File: src/hw/lbist_config.svh
// LBIST configuration macros for datapath widths, feedback taps and count size
`ifndef LBIST_CONFIG_SVH
`define LBIST_CONFIG_SVH

// ==========================================================================
// Datapath widths
// ==========================================================================

// Test vector, CUT response and signature all share one word
`define LBIST_WIDTH 32

// Vector count carried by the start command and the run report
`define LBIST_CNT_BITS 16

// ==========================================================================
// Feedback taps
// ==========================================================================

// Four-tap polynomial for a 32-bit register
// Shared by the LFSR and the MISR
`define LBIST_TAP1 1
`define LBIST_TAP2 5
`define LBIST_TAP3 6
`define LBIST_TAP4 31

`endif

File: src/hw/lbist_cut_pkg.sv
// CUT package with the test vector and response layouts and the ALU opcodes
`default_nettype none

`include "lbist_config.svh"

package lbist_cut_pkg;

    // Operand width is half a word
    localparam int HALF_BITS = `LBIST_WIDTH / 2;
    // Opcode takes the top two bits, b gets the rest of the upper half
    localparam int B_BITS = HALF_BITS - 2;

    // ALU operations of the circuit under test
    typedef enum logic [1:0] {
        ADD = 2'b00,
        SUB = 2'b01,
        XOR = 2'b10,
        AND = 2'b11
    } cut_op_e;

    // One LFSR word seen as CUT stimulus
    // Bits 31..30 op, 29..16 b, 15..0 a
    typedef struct packed {
        cut_op_e               op;
        logic [B_BITS-1:0]     b;
        logic [HALF_BITS-1:0]  a;
    } vector_t;

    // CUT output, operand a echoed above the ALU result
    typedef struct packed {
        logic [HALF_BITS-1:0]  a;
        logic [HALF_BITS-1:0]  result;
    } response_t;

endpackage

`default_nettype wire

File: src/hw/lbist_msg_pkg.sv
// LBIST message package with the start command and run report formats
`default_nettype none

`include "lbist_config.svh"

package lbist_msg_pkg;

    // ======================================================================
    // Start command
    // ======================================================================

    // Sampled by the controller on the start pulse
    // A count of zero runs a single vector
    typedef struct packed {
        logic [`LBIST_WIDTH-1:0]    seed;
        logic [`LBIST_CNT_BITS-1:0] count;
    } start_cmd_t;

    // ======================================================================
    // Run report
    // ======================================================================

    // Final MISR value and the number of responses it absorbed
    typedef struct packed {
        logic [`LBIST_WIDTH-1:0]    signature;
        logic [`LBIST_CNT_BITS-1:0] count;
    } run_report_t;

endpackage

`default_nettype wire

File: src/hw/cut_datapath.sv
// Circuit under test, a 16-bit ALU decoded from each LBIST vector
`default_nettype none
`timescale 1ns/10ps

module cut_datapath (
    // Vector input
    input  logic                     in_val,
    input  lbist_cut_pkg::vector_t   in_msg,
    output logic                     in_rdy,

    // Response output
    output logic                     out_val,
    output lbist_cut_pkg::response_t out_msg,
    input  logic                     out_rdy
);

    import lbist_cut_pkg::*;

    // ======================================================================
    // Operand decode
    // ======================================================================

    logic [HALF_BITS-1:0] a;
    logic [HALF_BITS-1:0] b;
    logic [HALF_BITS-1:0] result;

    assign a = in_msg.a;
    // b field is narrower than a, zero-extend to operand width
    assign b = {{(HALF_BITS - B_BITS){1'b0}}, in_msg.b};

    // ======================================================================
    // ALU
    // ======================================================================

    // Arithmetic wraps at 16 bits
    always_comb begin
        case (in_msg.op)
            ADD:     result = a + b;
            SUB:     result = a - b;
            XOR:     result = a ^ b;
            AND:     result = a & b;
            default: result = '0;
        endcase
    end

    // Response packs operand a above the result
    assign out_msg.a      = a;
    assign out_msg.result = result;

    // Purely combinational, handshake passes straight through
    assign out_val = in_val;
    assign in_rdy  = out_rdy;

endmodule

`default_nettype wire

File: src/hw/lbist_controller.sv
// LBIST controller that seeds the LFSR, counts absorbed responses and reports
`default_nettype none
`timescale 1ns/10ps

`include "lbist_config.svh"

module lbist_controller (
    input  logic                       clk,
    input  logic                       reset,

    // Run request
    input  logic                       start,
    input  lbist_msg_pkg::start_cmd_t  cmd,

    // LFSR control
    output logic                       seed_val,
    output logic [`LBIST_WIDTH-1:0]    seed_msg,
    input  logic                       seed_rdy,
    output logic                       lfsr_clear,

    // MISR and pipeline control
    output logic                       misr_clear,
    output logic                       misr_arm,
    input  logic                       absorbed,
    input  logic [`LBIST_WIDTH-1:0]    signature,
    output logic                       flush,

    // Run status
    output logic                       busy,
    output logic                       done,
    output lbist_msg_pkg::run_report_t report
);

    import lbist_msg_pkg::*;

    // ======================================================================
    // State, command and counters
    // ======================================================================

    typedef enum logic [1:0] {
        IDLE,
        SEED,
        RUN,
        FINISH
    } ctrl_state_e;

    ctrl_state_e               state;
    ctrl_state_e               next_state;

    start_cmd_t                cmd_q;
    run_report_t               report_q;
    logic [`LBIST_CNT_BITS-1:0] target;
    logic [`LBIST_CNT_BITS-1:0] cnt;
    logic                      last;

    // Zero count runs one vector
    assign target = (cmd_q.count == '0) ? 1'b1 : cmd_q.count;
    // Absorb that brings the count up to the target
    assign last   = absorbed && (cnt == target - 1'b1);

    always_comb begin
        next_state = state;
        case (state)
            // Start while busy never reaches here, so it is ignored
            IDLE:    if (start) next_state = SEED;
            SEED:    if (seed_rdy) next_state = RUN;
            RUN:     if (last) next_state = FINISH;
            FINISH:  next_state = IDLE;
            default: next_state = IDLE;
        endcase
    end

    always_ff @(posedge clk) begin
        if (reset) begin
            state <= IDLE;
        end else begin
            state <= next_state;
        end
    end

    // Command captured once per run
    always_ff @(posedge clk) begin
        if (state == IDLE && start) begin
            cmd_q <= cmd;
        end
    end

    // Response counter, restarted while seeding
    always_ff @(posedge clk) begin
        if (reset || state == SEED) begin
            cnt <= '0;
        end else if (state == RUN && absorbed) begin
            cnt <= cnt + 1'b1;
        end
    end

    // ======================================================================
    // Report
    // ======================================================================

    // MISR is disarmed in FINISH, so its value is final there
    always_ff @(posedge clk) begin
        if (reset) begin
            report_q <= '0;
        end else if (state == FINISH) begin
            report_q <= report;
        end
    end

    // Fresh values already show during the done pulse
    always_comb begin
        report = report_q;
        if (state == FINISH) begin
            report.signature = signature;
            report.count     = target;
        end
    end

    // ======================================================================
    // Control outputs
    // ======================================================================

    assign busy       = (state != IDLE);
    assign seed_val   = (state == SEED);
    assign seed_msg   = cmd_q.seed;
    assign misr_clear = (state == SEED);
    assign misr_arm   = (state == RUN);
    // End of run: report, park the LFSR and drop vectors still in flight
    assign done       = (state == FINISH);
    assign flush      = (state == FINISH);
    assign lfsr_clear = (state == FINISH);

endmodule

`default_nettype wire

File: src/hw/lbist_pipe_reg.sv
// One-entry valid/ready pipeline register with a typed payload and a flush
`default_nettype none
`timescale 1ns/10ps

`include "lbist_config.svh"

module lbist_pipe_reg #(
    parameter type payload_t = logic [`LBIST_WIDTH-1:0]
) (
    input  logic     clk,
    input  logic     reset,
    input  logic     flush,

    // Upstream side
    input  logic     in_val,
    input  payload_t in_msg,
    output logic     in_rdy,

    // Downstream side
    output logic     out_val,
    output payload_t out_msg,
    input  logic     out_rdy
);

    logic     full;
    payload_t data;

    // Accept when empty or when the held entry leaves this cycle
    assign in_rdy = !full || out_rdy;

    // Occupancy, flush drops the entry and wins over a new load
    always_ff @(posedge clk) begin
        if (reset || flush) begin
            full <= 1'b0;
        end else if (in_rdy) begin
            full <= in_val;
        end
    end

    // Payload loads only on an upstream transfer
    always_ff @(posedge clk) begin
        if (in_val && in_rdy) begin
            data <= in_msg;
        end
    end

    assign out_val = full;
    assign out_msg = data;

endmodule

`default_nettype wire

File: src/hw/lbist_top.sv
// LBIST engine top level joining the LFSR, pipeline, CUT, MISR and controller
`default_nettype none
`timescale 1ns/10ps

`include "lbist_config.svh"

module lbist_top (
    input  logic                       clk,
    input  logic                       reset,
    input  logic                       start,
    input  lbist_msg_pkg::start_cmd_t  cmd,
    input  logic                       pause,
    output logic                       busy,
    output logic                       done,
    output lbist_msg_pkg::run_report_t report
);

    import lbist_cut_pkg::*;

    // ======================================================================
    // Interconnect
    // ======================================================================

    // Controller to LFSR
    logic                    seed_val;
    logic                    seed_rdy;
    logic [`LBIST_WIDTH-1:0] seed_msg;
    logic                    lfsr_clear;

    // LFSR to pipe register 0
    logic                    vec_val;
    logic                    vec_rdy;
    vector_t                 vec_msg;

    // Pipe register 0 to CUT
    logic                    cut_in_val;
    logic                    cut_in_rdy;
    vector_t                 cut_in_msg;

    // CUT to pipe register 1
    logic                    cut_out_val;
    logic                    cut_out_rdy;
    response_t               cut_out_msg;

    // Pipe register 1 to MISR
    logic                    rsp_val;
    logic                    rsp_rdy;
    response_t               rsp_msg;

    // MISR and pipeline control
    logic                    misr_clear;
    logic                    misr_arm;
    logic                    absorbed;
    logic [`LBIST_WIDTH-1:0] signature;
    logic                    flush;

    // ======================================================================
    // Stream path
    // ======================================================================

    lfsr lfsr_i (
        .clk      (clk),
        .reset    (reset),
        .clear    (lfsr_clear),
        .seed_msg (seed_msg),
        .seed_val (seed_val),
        .seed_rdy (seed_rdy),
        .vec_rdy  (vec_rdy),
        .vec_val  (vec_val),
        .vec_msg  (vec_msg)
    );

    lbist_pipe_reg #(.payload_t(vector_t)) vec_reg_i (
        .clk     (clk),
        .reset   (reset),
        .flush   (flush),
        .in_val  (vec_val),
        .in_msg  (vec_msg),
        .in_rdy  (vec_rdy),
        .out_val (cut_in_val),
        .out_msg (cut_in_msg),
        .out_rdy (cut_in_rdy)
    );

    cut_datapath cut_i (
        .in_val  (cut_in_val),
        .in_msg  (cut_in_msg),
        .in_rdy  (cut_in_rdy),
        .out_val (cut_out_val),
        .out_msg (cut_out_msg),
        .out_rdy (cut_out_rdy)
    );

    lbist_pipe_reg #(.payload_t(response_t)) rsp_reg_i (
        .clk     (clk),
        .reset   (reset),
        .flush   (flush),
        .in_val  (cut_out_val),
        .in_msg  (cut_out_msg),
        .in_rdy  (cut_out_rdy),
        .out_val (rsp_val),
        .out_msg (rsp_msg),
        .out_rdy (rsp_rdy)
    );

    misr misr_i (
        .clk       (clk),
        .reset     (reset),
        .clear     (misr_clear),
        .arm       (misr_arm),
        .pause     (pause),
        .rsp_val   (rsp_val),
        .rsp_msg   (rsp_msg),
        .rsp_rdy   (rsp_rdy),
        .absorbed  (absorbed),
        .signature (signature)
    );

    // ======================================================================
    // Run control
    // ======================================================================

    lbist_controller ctrl_i (
        .clk        (clk),
        .reset      (reset),
        .start      (start),
        .cmd        (cmd),
        .seed_val   (seed_val),
        .seed_msg   (seed_msg),
        .seed_rdy   (seed_rdy),
        .lfsr_clear (lfsr_clear),
        .misr_clear (misr_clear),
        .misr_arm   (misr_arm),
        .absorbed   (absorbed),
        .signature  (signature),
        .flush      (flush),
        .busy       (busy),
        .done       (done),
        .report     (report)
    );

endmodule

`default_nettype wire

File: src/hw/lfsr.sv
// LFSR vector source with a valid/ready seed channel and a vector stream output
`default_nettype none
`timescale 1ns/10ps

`include "lbist_config.svh"

module lfsr (
    input  logic                    clk,
    input  logic                    reset,
    input  logic                    clear,

    // Seed request from the controller
    input  logic [`LBIST_WIDTH-1:0] seed_msg,
    input  logic                    seed_val,
    output logic                    seed_rdy,

    // Vector stream towards the CUT pipeline
    input  logic                    vec_rdy,
    output logic                    vec_val,
    output lbist_cut_pkg::vector_t  vec_msg
);

    import lbist_cut_pkg::*;

    // ======================================================================
    // State and shift register
    // ======================================================================

    // IDLE tracks the seed, GEN streams vectors
    typedef enum logic {
        IDLE,
        GEN
    } lfsr_state_e;

    lfsr_state_e             state;
    lfsr_state_e             next_state;

    logic [`LBIST_WIDTH-1:0] q;
    logic [`LBIST_WIDTH-1:0] next_q;
    logic                    feedback;

    // Fibonacci feedback, XOR of the four taps enters at bit 0
    assign feedback = q[`LBIST_TAP1] ^ q[`LBIST_TAP2] ^ q[`LBIST_TAP3] ^ q[`LBIST_TAP4];
    assign next_q   = {q[`LBIST_WIDTH-2:0], feedback};

    // ======================================================================
    // Next state
    // ======================================================================

    always_comb begin
        next_state = state;
        case (state)
            IDLE: begin
                // Seed accepted on the request transfer
                if (seed_val) begin
                    next_state = GEN;
                end
            end
            GEN: begin
                if (clear) begin
                    next_state = IDLE;
                end
            end
            default: next_state = IDLE;
        endcase
    end

    always_ff @(posedge clk) begin
        if (reset) begin
            state <= IDLE;
        end else begin
            state <= next_state;
        end
    end

    // Shift register holds the seed in idle
    // Advances only on an accepted vector
    always_ff @(posedge clk) begin
        if (state == IDLE) begin
            if (seed_val) begin
                q <= seed_msg;
            end
        end else if (vec_val && vec_rdy) begin
            q <= next_q;
        end
    end

    // ======================================================================
    // Channel outputs
    // ======================================================================

    // Ready for a seed only while idle
    assign seed_rdy = (state == IDLE);
    // First vector out is the seed itself
    assign vec_val  = (state == GEN);
    assign vec_msg  = vector_t'(q);

endmodule

`default_nettype wire

File: src/hw/misr.sv
// MISR signature compactor for CUT responses with clear, arm and pause control
`default_nettype none
`timescale 1ns/10ps

`include "lbist_config.svh"

module misr (
    input  logic                     clk,
    input  logic                     reset,
    input  logic                     clear,
    input  logic                     arm,
    input  logic                     pause,

    // Response stream from the last pipe register
    input  logic                     rsp_val,
    input  lbist_cut_pkg::response_t rsp_msg,
    output logic                     rsp_rdy,

    // Status back to the controller
    output logic                     absorbed,
    output logic [`LBIST_WIDTH-1:0]  signature
);

    logic [`LBIST_WIDTH-1:0] sig;
    logic [`LBIST_WIDTH-1:0] next_sig;
    logic                    feedback;

    // Pause withholds ready, stalling the whole pipeline behind it
    assign rsp_rdy  = arm && !pause;
    assign absorbed = rsp_val && rsp_rdy;

    // Same polynomial as the LFSR, then fold in the response word
    assign feedback = sig[`LBIST_TAP1] ^ sig[`LBIST_TAP2] ^
                      sig[`LBIST_TAP3] ^ sig[`LBIST_TAP4];
    assign next_sig = {sig[`LBIST_WIDTH-2:0], feedback} ^ rsp_msg;

    // ======================================================================
    // Signature register
    // ======================================================================

    // Clear has priority over an absorb
    always_ff @(posedge clk) begin
        if (reset || clear) begin
            sig <= '0;
        end else if (absorbed) begin
            sig <= next_sig;
        end
    end

    assign signature = sig;

endmodule

`default_nettype wire

File: config.mk
export PLATFORM = sky130hd
export DESIGN_NAME = lbist_top
export DESIGN_NICKNAME = d
export VERILOG_FILES = /design/src/hw/lbist_cut_pkg.sv /design/src/hw/lbist_msg_pkg.sv /design/src/hw/cut_datapath.sv /design/src/hw/lbist_controller.sv /design/src/hw/lbist_pipe_reg.sv /design/src/hw/lbist_top.sv /design/src/hw/lfsr.sv /design/src/hw/misr.sv
export VERILOG_INCLUDE_DIRS = /design/src /design/src/hw
export SDC_FILE = /design/constraint.sdc
export NUM_CORES = 1
export LEC_CHECK = 0
export ABC_AREA = 1
export BUFFER_PORTS_ARGS = -buffer_cell sky130_fd_sc_hd__buf_2
export CAP_MARGIN = 20
export CORE_ASPECT_RATIO = 1.2
export CORE_UTILIZATION = 45
export DETAILED_ROUTE_END_ITERATION = 10
export PLACE_DENSITY = 0.69
export SYNTH_ARGS = -nofsm -noshare
export SYNTH_HDL_FRONTEND = slang
export SYNTH_SLANG_ARGS = --single-unit
export TNS_END_PERCENT = 20
File: constraint.sdc
create_clock -name clk -period 5.7 [get_ports clk]
set_input_delay 0.285 -clock clk [delete_from_list [all_inputs] [get_ports clk]]
set_output_delay 0.285 -clock clk [all_outputs]
set_load 0.05 [all_outputs]
==> results of run 1 <==
[timing repair]
item	in CTS	in global routing
hold buffers	48	0
endpoints found under the setup margin	0	0
hold endpoints to repair	48	0
buffers inserted	0	0
[cell usage in the layout (no fill, tap or decap), types with 3 or more instances in the layout]
cell type	instances
sky130_fd_sc_hd__a21oi_1	121
sky130_fd_sc_hd__buf_16	3
sky130_fd_sc_hd__buf_2	101
sky130_fd_sc_hd__buf_4	6
sky130_fd_sc_hd__bufinv_16	3
sky130_fd_sc_hd__clkbuf_16	26
sky130_fd_sc_hd__clkinv_1	8
sky130_fd_sc_hd__clkinv_2	6
sky130_fd_sc_hd__dfxtp_1	101
sky130_fd_sc_hd__dlygate4sd3_1	48
sky130_fd_sc_hd__edfxtp_1	144
sky130_fd_sc_hd__ha_1	36
sky130_fd_sc_hd__inv_1	83
sky130_fd_sc_hd__nand2_1	423
sky130_fd_sc_hd__nand2_2	4
sky130_fd_sc_hd__nand3_1	40
sky130_fd_sc_hd__nand3_2	6
sky130_fd_sc_hd__nand4_1	6
sky130_fd_sc_hd__nor2_1	57
sky130_fd_sc_hd__nor2_2	5
sky130_fd_sc_hd__nor3_1	5
sky130_fd_sc_hd__nor3_2	3
sky130_fd_sc_hd__o211ai_1	3
sky130_fd_sc_hd__o21ai_0	30
sky130_fd_sc_hd__o21ai_1	3
sky130_fd_sc_hd__or2_2	3
sky130_fd_sc_hd__xnor2_1	15
sky130_fd_sc_hd__xor2_1	53
[cell type report]
class,count,share of cell area [%]
multi-input cells,837,32.25
clock inverters,19,1.405
flip-flops and latches,245,47.52
inverters,88,2.474
clock buffers,28,4.928
well taps,320,2.998
repair buffers,159,8.423
[cells by family (layout without fill, tap and decap cells)]
kind of cell / after synthesis / in the layout
fa+ha+maj: 38 / 38
compound gates: 171 / 171
simple gates: 560 / 560
xor+xnor: 68 / 68
buf+inv: 126 / 294
flops: 245 / 245
[routing by layer]
metal | wire (um) | track usage [%] | up-vias
met2 | 11840 | 33.83 | 173
met1 | 10570 | 23.51 | 3923
li1 | - | - | 4283
met4 | 774 | 7.368 | 0
met5 | 0 | 0 | -
met3 | 961 | 2.808 | 45
[registers in the layout, summed over array words and instances, names as in the netlist]
register,cells
ctrl_i.cnt,16
ctrl_i.seed_msg,32
misr_i.signature,32
ctrl_i.state,2
lfsr_i.vec_val,1
rsp_reg_i.out_msg,32
rsp_reg_i.out_val,1
vec_reg_i.out_val,1
vec_reg_i.out_msg,32
lfsr_i.vec_msg,32
ctrl_i.report_q,48
ctrl_i.cmd_q,16
[tightest hold or removal path, cell delays in order]
cell and delay [ns]:
sky130_fd_sc_hd__buf_2 0.10, sky130_fd_sc_hd__inv_1 0.10, sky130_fd_sc_hd__a21oi_1 0.13, sky130_fd_sc_hd__nor2_1 0.09, sky130_fd_sc_hd__nor2_1 0.04
[power by group]
part	switching, uW	internal (uW)	leakage [uW]
combinational	1190	638	0.00316
clock	687	972	0.000412
sequential	272	2440	0.00216
total	2150	4050	0.00573
[stage by stage]
step	power [uW]	utilization, %
after floorplan	3995	-
after global placement	4451	49.47
after detailed placement	4518	49.63
after CTS	6213	55.12
after global routing	6599	55.35
final	6199	55.35
[worst paths after layout]
check | cells past startpoint | end | startpoint | slack [ns]
worst min-delay path | 5 | rsp_reg_i.out_val$_SDFFE_PP0P_ | pause | 0.25
worst max-delay path | 13 | rsp_reg_i.out_msg[12]$_DFFE_PP_ | vec_reg_i.out_msg[31]$_DFFE_PP_ | 2.12
worst min register to register | 0 | vec_reg_i.out_msg[17]$_DFFE_PP_ | lfsr_i.vec_msg[17]$_DFFE_PP_ | 0.45
worst max register to register | 13 | rsp_reg_i.out_msg[12]$_DFFE_PP_ | vec_reg_i.out_msg[31]$_DFFE_PP_ | 2.12
==> impl_summary.md, run 1 <==
Clock tree
The root buffer selected by CTS is sky130_fd_sc_hd__clkbuf_16. Counting every sink on the clock net gives 245. The number of H-tree branching levels is 1. Clock-pin slew was measured on the worst setup and hold paths at 0.06 ns. The latest clock arrival within the worst-skew pair is 0.54 ns. The post-CTS resize count is 0. The buffer levels on the longest clock path is 3.

TritonCTS built the clock tree. The number of buffers inserted during clock tree synthesis is 26.

Timing
At the pin with the least slew margin, the transition time is 1.055 ns. On the final layout, the worst hold slack is 0.2526 ns. The final number of max-transition violations is 0. Setup violations remaining at the end of the flow were counted as 0. Measured against its own limit, the worst slew margin works out to 29.68%. The share of the clock period used by the worst path after layout is 62.78%. Setup repair after global routing left no endpoint under its margin. The post-route minimum period is 3.578 ns. Derived from the worst setup path, the maximum achievable clock frequency is between 200 and 300 MHz.

The sum of negative setup slack is 0 ns. The worst setup margin is roughly 2.1 ns. The final-report hold violation count is 0. Across the routed clock network, the largest skew measured is 0.01919 ns.

Route
In this run, the number of DRC markers left after iteration 0 of detailed routing was 421. For this block, the routed nets add up to 24150 um of wire. The number of detailed-route iterations in the first pass is 5. In the routed design, unresolved DRC markers number 0. The detail-routed via count per cell is 4.967. The count of nets left with antenna violations once routing finished came out at 0.

Across all layers, the routed design uses 8424 vias. In the final routed layout, each cell accounts on average for 14.24 um.

Floorplan
The top-level port count is ~100. The floorplan step defined a die boundary enclosing 25360 um^2. The floorplan core area is roughly 24000 um^2. The row count is 62. From left edge to right edge, the die measures 145.5 um.

The height of the die is 174.2 um. The initial utilization of the core area, before any placement, comes to between 40% and 50%.

Global routing
For this run, the total global-route usage over all layers was measured as 19.14%. The remaining global-route overflow is 0. Entering global routing, the biggest net connects 52 pins.

The number of global-route vias before repair is approximately 8000. The initial antenna violation count is 0. The first global-routing pass estimated 39150 um of wire.

Synth
Summed over its instances, the top area cell type makes up a little under 40% of the synthesized netlist area. After synthesis, the largest family of logic cells by area is simple AND/OR/NAND/NOR gates. sky130_fd_sc_hd__edfxtp_1 takes more of the synthesized area than any other cell.

A synthesized cell averages 9.209 um^2. For this run, the number of Yosys warnings is 0. Yosys mapped the design onto 43 distinct sky130hd cell types. The dominant synthesized flop cell is sky130_fd_sc_hd__edfxtp_1. Synthesis produced a netlist with a net count of around 1300. In this run the cell area of the synthesized design comes to 11120 um^2. The synthesized netlist devotes between 8 and 9% of its cell area to compound gates. In this run, synthesis inferred 144 flip-flops with an integrated enable.

The leading cell type by number of instances after synthesis is sky130_fd_sc_hd__nand2_1. The portion of netlist area occupied by mux cells is 0%. Sequential cells were found to cover between 50% and 60% of the synthesized design area. Of all flip-flops after synthesis, the portion carrying an async set or reset was 0%. Ranked by total cell area, the synthesized netlist is headed by sky130_fd_sc_hd__edfxtp_1 39%, sky130_fd_sc_hd__dfxtp_1 18%, sky130_fd_sc_hd__nand2_1 14%, sky130_fd_sc_hd__a21oi_1 5.4%, sky130_fd_sc_hd__xor2_1 4.2%. The XOR/XNOR share of the synthesized area is 5.354%. Ranked by instance count, the synthesized netlist is headed by 423 x sky130_fd_sc_hd__nand2_1, 144 x sky130_fd_sc_hd__edfxtp_1, 121 x sky130_fd_sc_hd__a21oi_1, 101 x sky130_fd_sc_hd__dfxtp_1, 84 x sky130_fd_sc_hd__inv_1. Summing the areas of all fa, ha and maj instances in the mapped netlist gives 4.341% of the synthesized area. The fraction of the mapped netlist area in simple logic gates is 20.84%. In this run, synthesis produced a sequential element count of 245. The count of mapped cells out of synthesis is 1208.

Hold path
The class of the tightest hold or removal check is in -> reg.

Critical path
In this run the worst path has a maximum fanout of 13. Together, buffers and inverters on the worst path number 1. The cell family contributing the most delay on the critical path is compound AO/OA/AOI/OAI gates.

The required time of the critical path is between 5 and 6 ns. The category of the critical setup timing path is reg -> reg. STA classifies the critical path endpoint as a register. The data arrival time of the critical path is slightly below 4 ns.

The critical path goes through nor2_1, inv_1, nand2_1, o21ai_0, xor2_1, ha_1, a21oi_1, a21boi_1, o21ai_1, a21boi_1, o21ai_0, o21ai_1, nand2_1. The largest single stage delay on the critical path is between 0.6 and 0.7 ns. STA classifies the critical path startpoint as a register. The cell with the biggest individual delay on the critical path is sky130_fd_sc_hd__edfxtp_1.

Cells and area
The total area of multi-input combinational cells is between 4000 and 5000 um^2. The count of cells in the finished layout, fillers not included, comes to about 1700. After routing the design area is roughly 13000 um^2.

The number of nets in the layout is 1447. After filler insertion, the fill cell instance count of the layout stands at 2118. The layout cell share with drive strength beyond 1 is 13.23%. The relative area change from synthesis to final layout is 20.04%. The antenna diode count is 0. The sequential cells in the finished layout cover a total of 6346 um^2.

Run
The tool flagged a number of max-cap violations equal to 0.

Place
The number of cells in the design after placement is 1599. The sum of net half-perimeters after detailed placement is 16790 um. The pre-CTS worst setup slack is 2.162 ns. The number of port buffers is 101. The final weighted congestion in routability-driven placement is roughly 0.91. The instance area at placement is 11970 um^2.

Pwr
The peak ir drop on the vdd network is 0.3058 mV. In this run the static leakage power is 0.005734 uW. In this run the power density over the cells is about 460 nW/um^2.

Status
The flow ran to the end, and the final reports show no timing, DRC or antenna violations.
Note: power is estimated with default switching activity, not from simulation.
==> inputs of run 2 (changes only) <==
==> constraint.sdc (replaced) <==
create_clock -name clk -period 3.3 [get_ports clk]
set_input_delay 0.165 -clock clk [delete_from_list [all_inputs] [get_ports clk]]
set_output_delay 0.165 -clock clk [all_outputs]
set_load 0.05 [all_outputs]
==> run 2 against run 1 <==
Cell area increased by 0.39%. Clock-buffer cell count rose by 7. Sequential share of layout area shrank 0.19 points. Largest power group unchanged. Largest cell class unchanged. Flip-flop and latch count unchanged. Maximum frequency up 17%. Non-clock buffer count is 5 higher. Worst hold slack got worse by 0.14 ns. Final cell count is 0.35% higher. Critical path depth up 2. First-iteration DRC count decreased by 5.9%. Setup slack lost 1.9 ns.
==> impl_summary.md, run 2 (synthesis results as in run 1) <==
Status
Status: complete, no violations (unchanged).

Floorplan
The top-level port count is 102 (unchanged). The height of the die is 174.2 um (unchanged). The floorplan core area is 24130 um^2 (unchanged). The die boundary width is 145.5 um (unchanged). The die outline area is 25360 um^2 (unchanged).

The row count is 62 (unchanged). The initial core utilization is 46.11% (unchanged).

Timing
The share of the clock period used by the worst path after layout came to 92.55% (was 62.78%). The sum of negative setup slack came to 0 ns (unchanged). The total of endpoints with negative setup slack in the final report came to 0 (unchanged). The worst clock skew on the final layout came to 0.02194 ns (was 0.01919 ns).

The post-route minimum period came to 3.054 ns (was 3.578 ns). The worst setup margin came to 0.2459 ns (was 2.122 ns). The final number of max-transition violations is 0 (unchanged). The maximum clock frequency was 327.4 MHz (was 279.5 MHz).

The normalized max-slew margin is 32.87% (was 29.68%). The final-report hold violation count came to 0 (unchanged). Setup repair after global routing missed its margin: false (unchanged). The transition time at the pin with the least slew margin is 1.006 ns (was 1.055 ns).

Clock tree
The clock sink count is 245 (unchanged). The number of buffers inserted during clock tree synthesis is 26 (unchanged). The number of H-tree branching levels is 1 (unchanged). The buffer levels on the longest clock path is 3 (unchanged). The clock tree from TritonCTS is built (unchanged). The root buffer selected by CTS is sky130_fd_sc_hd__clkbuf_16 (unchanged).

The latest clock arrival within the worst-skew pair came to 0.52 ns (was 0.54 ns). The clock transition at the registers of the reported paths is 0.06 ns (about the same).

Critical path
The startpoint of the worst register-to-register path was vec_reg_i.out_msg[17]$_DFFE_PP_ (was vec_reg_i.out_msg[31]$_DFFE_PP_). The worst reg2reg path endpoint is rsp_reg_i.out_msg[13]$_DFFE_PP_ (was rsp_reg_i.out_msg[12]$_DFFE_PP_). The setup slack on the worst flop-to-flop path is 0.25 ns (was 2.12 ns). The required time of the critical path is 3.56 ns (was 5.98 ns). The category of the critical setup timing path is reg -> reg (unchanged).

The data arrival time of the critical path is 3.32 ns (was 3.86 ns). The startpoint type of the worst setup path is a register (unchanged). The largest fanout on the critical path is 6 (was 13). The type of destination of the critical path is a register (unchanged).

The length in cells of the worst reg-to-reg path is 15 (was 13).

Cells and area
The antenna diode count is 0 (unchanged). The final instance count without filler cells is 1702 (was 1696). The layout cell share with drive strength beyond 1 was 14.11% (was 13.23%). The register ranked first by flip-flop count is ctrl_i.report_q (unchanged). The relative area change from synthesis to final layout is 20.52% (was 20.04%).

Commonest cells after routing, fill and taps aside: 423 x sky130_fd_sc_hd__nand2_1, 144 x sky130_fd_sc_hd__edfxtp_1, 121 x sky130_fd_sc_hd__a21oi_1 (unchanged). The final design utilization came to 55.57% (was 55.35%). The number of fill cells in the layout is 2127 (was 2118). The most common library cell in the layout ignoring fill and taps was sky130_fd_sc_hd__nand2_1 (unchanged). The flip-flop count of the largest register after layout is 48 (unchanged). The number of nets in the layout is 1452 (was 1447).

Route
The routed via count came to 8255 (was 8424). The number of routed nets with antenna violations came to 0 (unchanged). The number of detailed-route iterations in the first pass came to 5 (unchanged). The final wirelength is 24110 um (was 24150 um). The detail-routed via count per cell came to 4.850 (was 4.967). The violation count after the first detailed-route iteration is 396 (was 421). The per-cell routed wire length is 14.17 um (was 14.24 um). The final routed DRC violation total came to 0 (unchanged).

Global routing
The remaining global-route overflow is 0 (unchanged). The number of global-route vias before repair was 7960 (was 8131). The first-pass GRT wire length is 38640 um (was 39150 um). The initial antenna violation count is 0 (unchanged). The global-route total usage across every layer is 18.91% (was 19.14%).

The maximum number of pins on one net before global-route repair is 51 (was 52).

Hold path
The beginning of the worst hold path is pause (unchanged). The worst hold path endpoint is rsp_reg_i.out_val$_SDFFE_PP0P_ (unchanged). The class of the tightest hold or removal check is in -> reg (unchanged). The instance count along the most critical hold path was 5 (unchanged).

Pwr
The leakage power is 0.005768 uW (was 0.005734 uW). The power density over the cells is 805.1 nW/um^2 (was 464.2 nW/um^2). The peak ir drop on the vdd network is 0.4720 mV (was 0.3058 mV).

Place
The final weighted congestion in routability-driven placement is 0.8734 (was 0.9144). The pre-CTS worst setup slack is 0.07240 ns (was 2.162 ns). The number of port buffers is 101 (unchanged). The number of cells in the design after placement is 1604 (was 1599).

The sum of net half-perimeters after detailed placement is 16840 um (was 16790 um).

Run
The number of max-capacitance violations reported was 0 (unchanged).
-- run 2: cell count changes in the layout (fill, tap and decap cells not counted), moves of 2 or more --
cell,before,now
sky130_fd_sc_hd__buf_4,6,14
sky130_fd_sc_hd__clkinv_1,8,5
sky130_fd_sc_hd__buf_16,3,1
sky130_fd_sc_hd__clkbuf_16,26,28
sky130_fd_sc_hd__clkbuf_2,0,2
sky130_fd_sc_hd__clkbuf_8,0,2
sky130_fd_sc_hd__inv_6,0,2
sky130_fd_sc_hd__nor2_1,57,55
sky130_fd_sc_hd__nor2_2,5,7
-- run 2: final cells by class --
| class | instances | area [um^2] | share of cell area, % |
|---|---|---|---|
| inverters | 88 | 330.3 | 2.464 |
| repair buffers | 164 | 1119 | 8.343 |
| multi-input cells | 837 | 4335 | 32.34 |
| flip-flops and latches | 245 | 6346 | 47.34 |
| clock buffers | 35 | 749.5 | 5.590 |
| well taps | 320 | 400.4 | 2.986 |
| clock inverters | 13 | 126.4 | 0.9426 |
-- run 2: metrics by stage --
stage / total power (uW) / hold slack [ns] / cell area [um^2]
detailed placement: 7804 / 0.3431 / 11990
CTS: 10790 / 0.1032 / 13340
global route: 11470 / 0.1601 / 13410
global placement: 7743 / 0.3413 / 11990
floorplan: 6901 / 0.2639 / 11120
finish: 10790 / 0.1172 / 13410
-- run 2: per-layer routing --
metal	track usage, %	part of all wire [%]
met5	0	0
met3	2.992	4.4
met4	6.798	2.3
met1	23.22	44
met2	33.51	49
-- run 2: power by group --
group	internal (uW)	leakage [uW]	total (uW)	switching [uW]
combinational	1100	0.00317	3210	2110
clock	1760	0.000436	2920	1170
sequential	4220	0.00216	4660	446
total	7070	0.00577	10800	3720
-- run 2: worst max-delay path by stage --
| stage | startpoint | end | slack, ns | cells after the start |
|---|---|---|---|---|
| floorplan | vec_reg_i.out_msg[16]$_DFFE_PP_ | rsp_reg_i.out_msg[14]$_DFFE_PP_ | 0.50 | 17 |
| global placement | vec_reg_i.out_msg[16]$_DFFE_PP_ | rsp_reg_i.out_msg[15]$_DFFE_PP_ | 0.19 | 19 |
| detailed placement | vec_reg_i.out_msg[16]$_DFFE_PP_ | rsp_reg_i.out_msg[15]$_DFFE_PP_ | 0.07 | 19 |
| CTS | vec_reg_i.out_msg[16]$_DFFE_PP_ | rsp_reg_i.out_msg[15]$_DFFE_PP_ | 0.08 | 19 |
| global route | vec_reg_i.out_msg[20]$_DFFE_PP_ | rsp_reg_i.out_msg[14]$_DFFE_PP_ | 0.003 | 14 |
| finish | vec_reg_i.out_msg[17]$_DFFE_PP_ | rsp_reg_i.out_msg[13]$_DFFE_PP_ | 0.25 | 15 |
-- run 2: timing repair --
item                                    in CTS  in global routing
endpoints found under the hold margin       48                  0
endpoints found under the setup margin       0                  4
hold buffers                                48                  0
gates resized for setup                      0                  6
setup buffers                                0                  1
-- run 2: critical path, stage by stage (launching register included) --
cell	delay, ns
sky130_fd_sc_hd__edfxtp_1	0.41
sky130_fd_sc_hd__inv_1	0.10
sky130_fd_sc_hd__ha_1	0.17
sky130_fd_sc_hd__inv_1	0.05
sky130_fd_sc_hd__nor2_2	0.11
sky130_fd_sc_hd__nand3_1	0.12
sky130_fd_sc_hd__nor3_2	0.24
sky130_fd_sc_hd__nor2_1	0.08
sky130_fd_sc_hd__xnor2_1	0.14
sky130_fd_sc_hd__ha_1	0.36
sky130_fd_sc_hd__a21oi_1	0.25
sky130_fd_sc_hd__o21ai_0	0.15
sky130_fd_sc_hd__a211oi_1	0.33
sky130_fd_sc_hd__nand3_1	0.11
sky130_fd_sc_hd__nand2_1	0.08
sky130_fd_sc_hd__o211ai_1	0.10
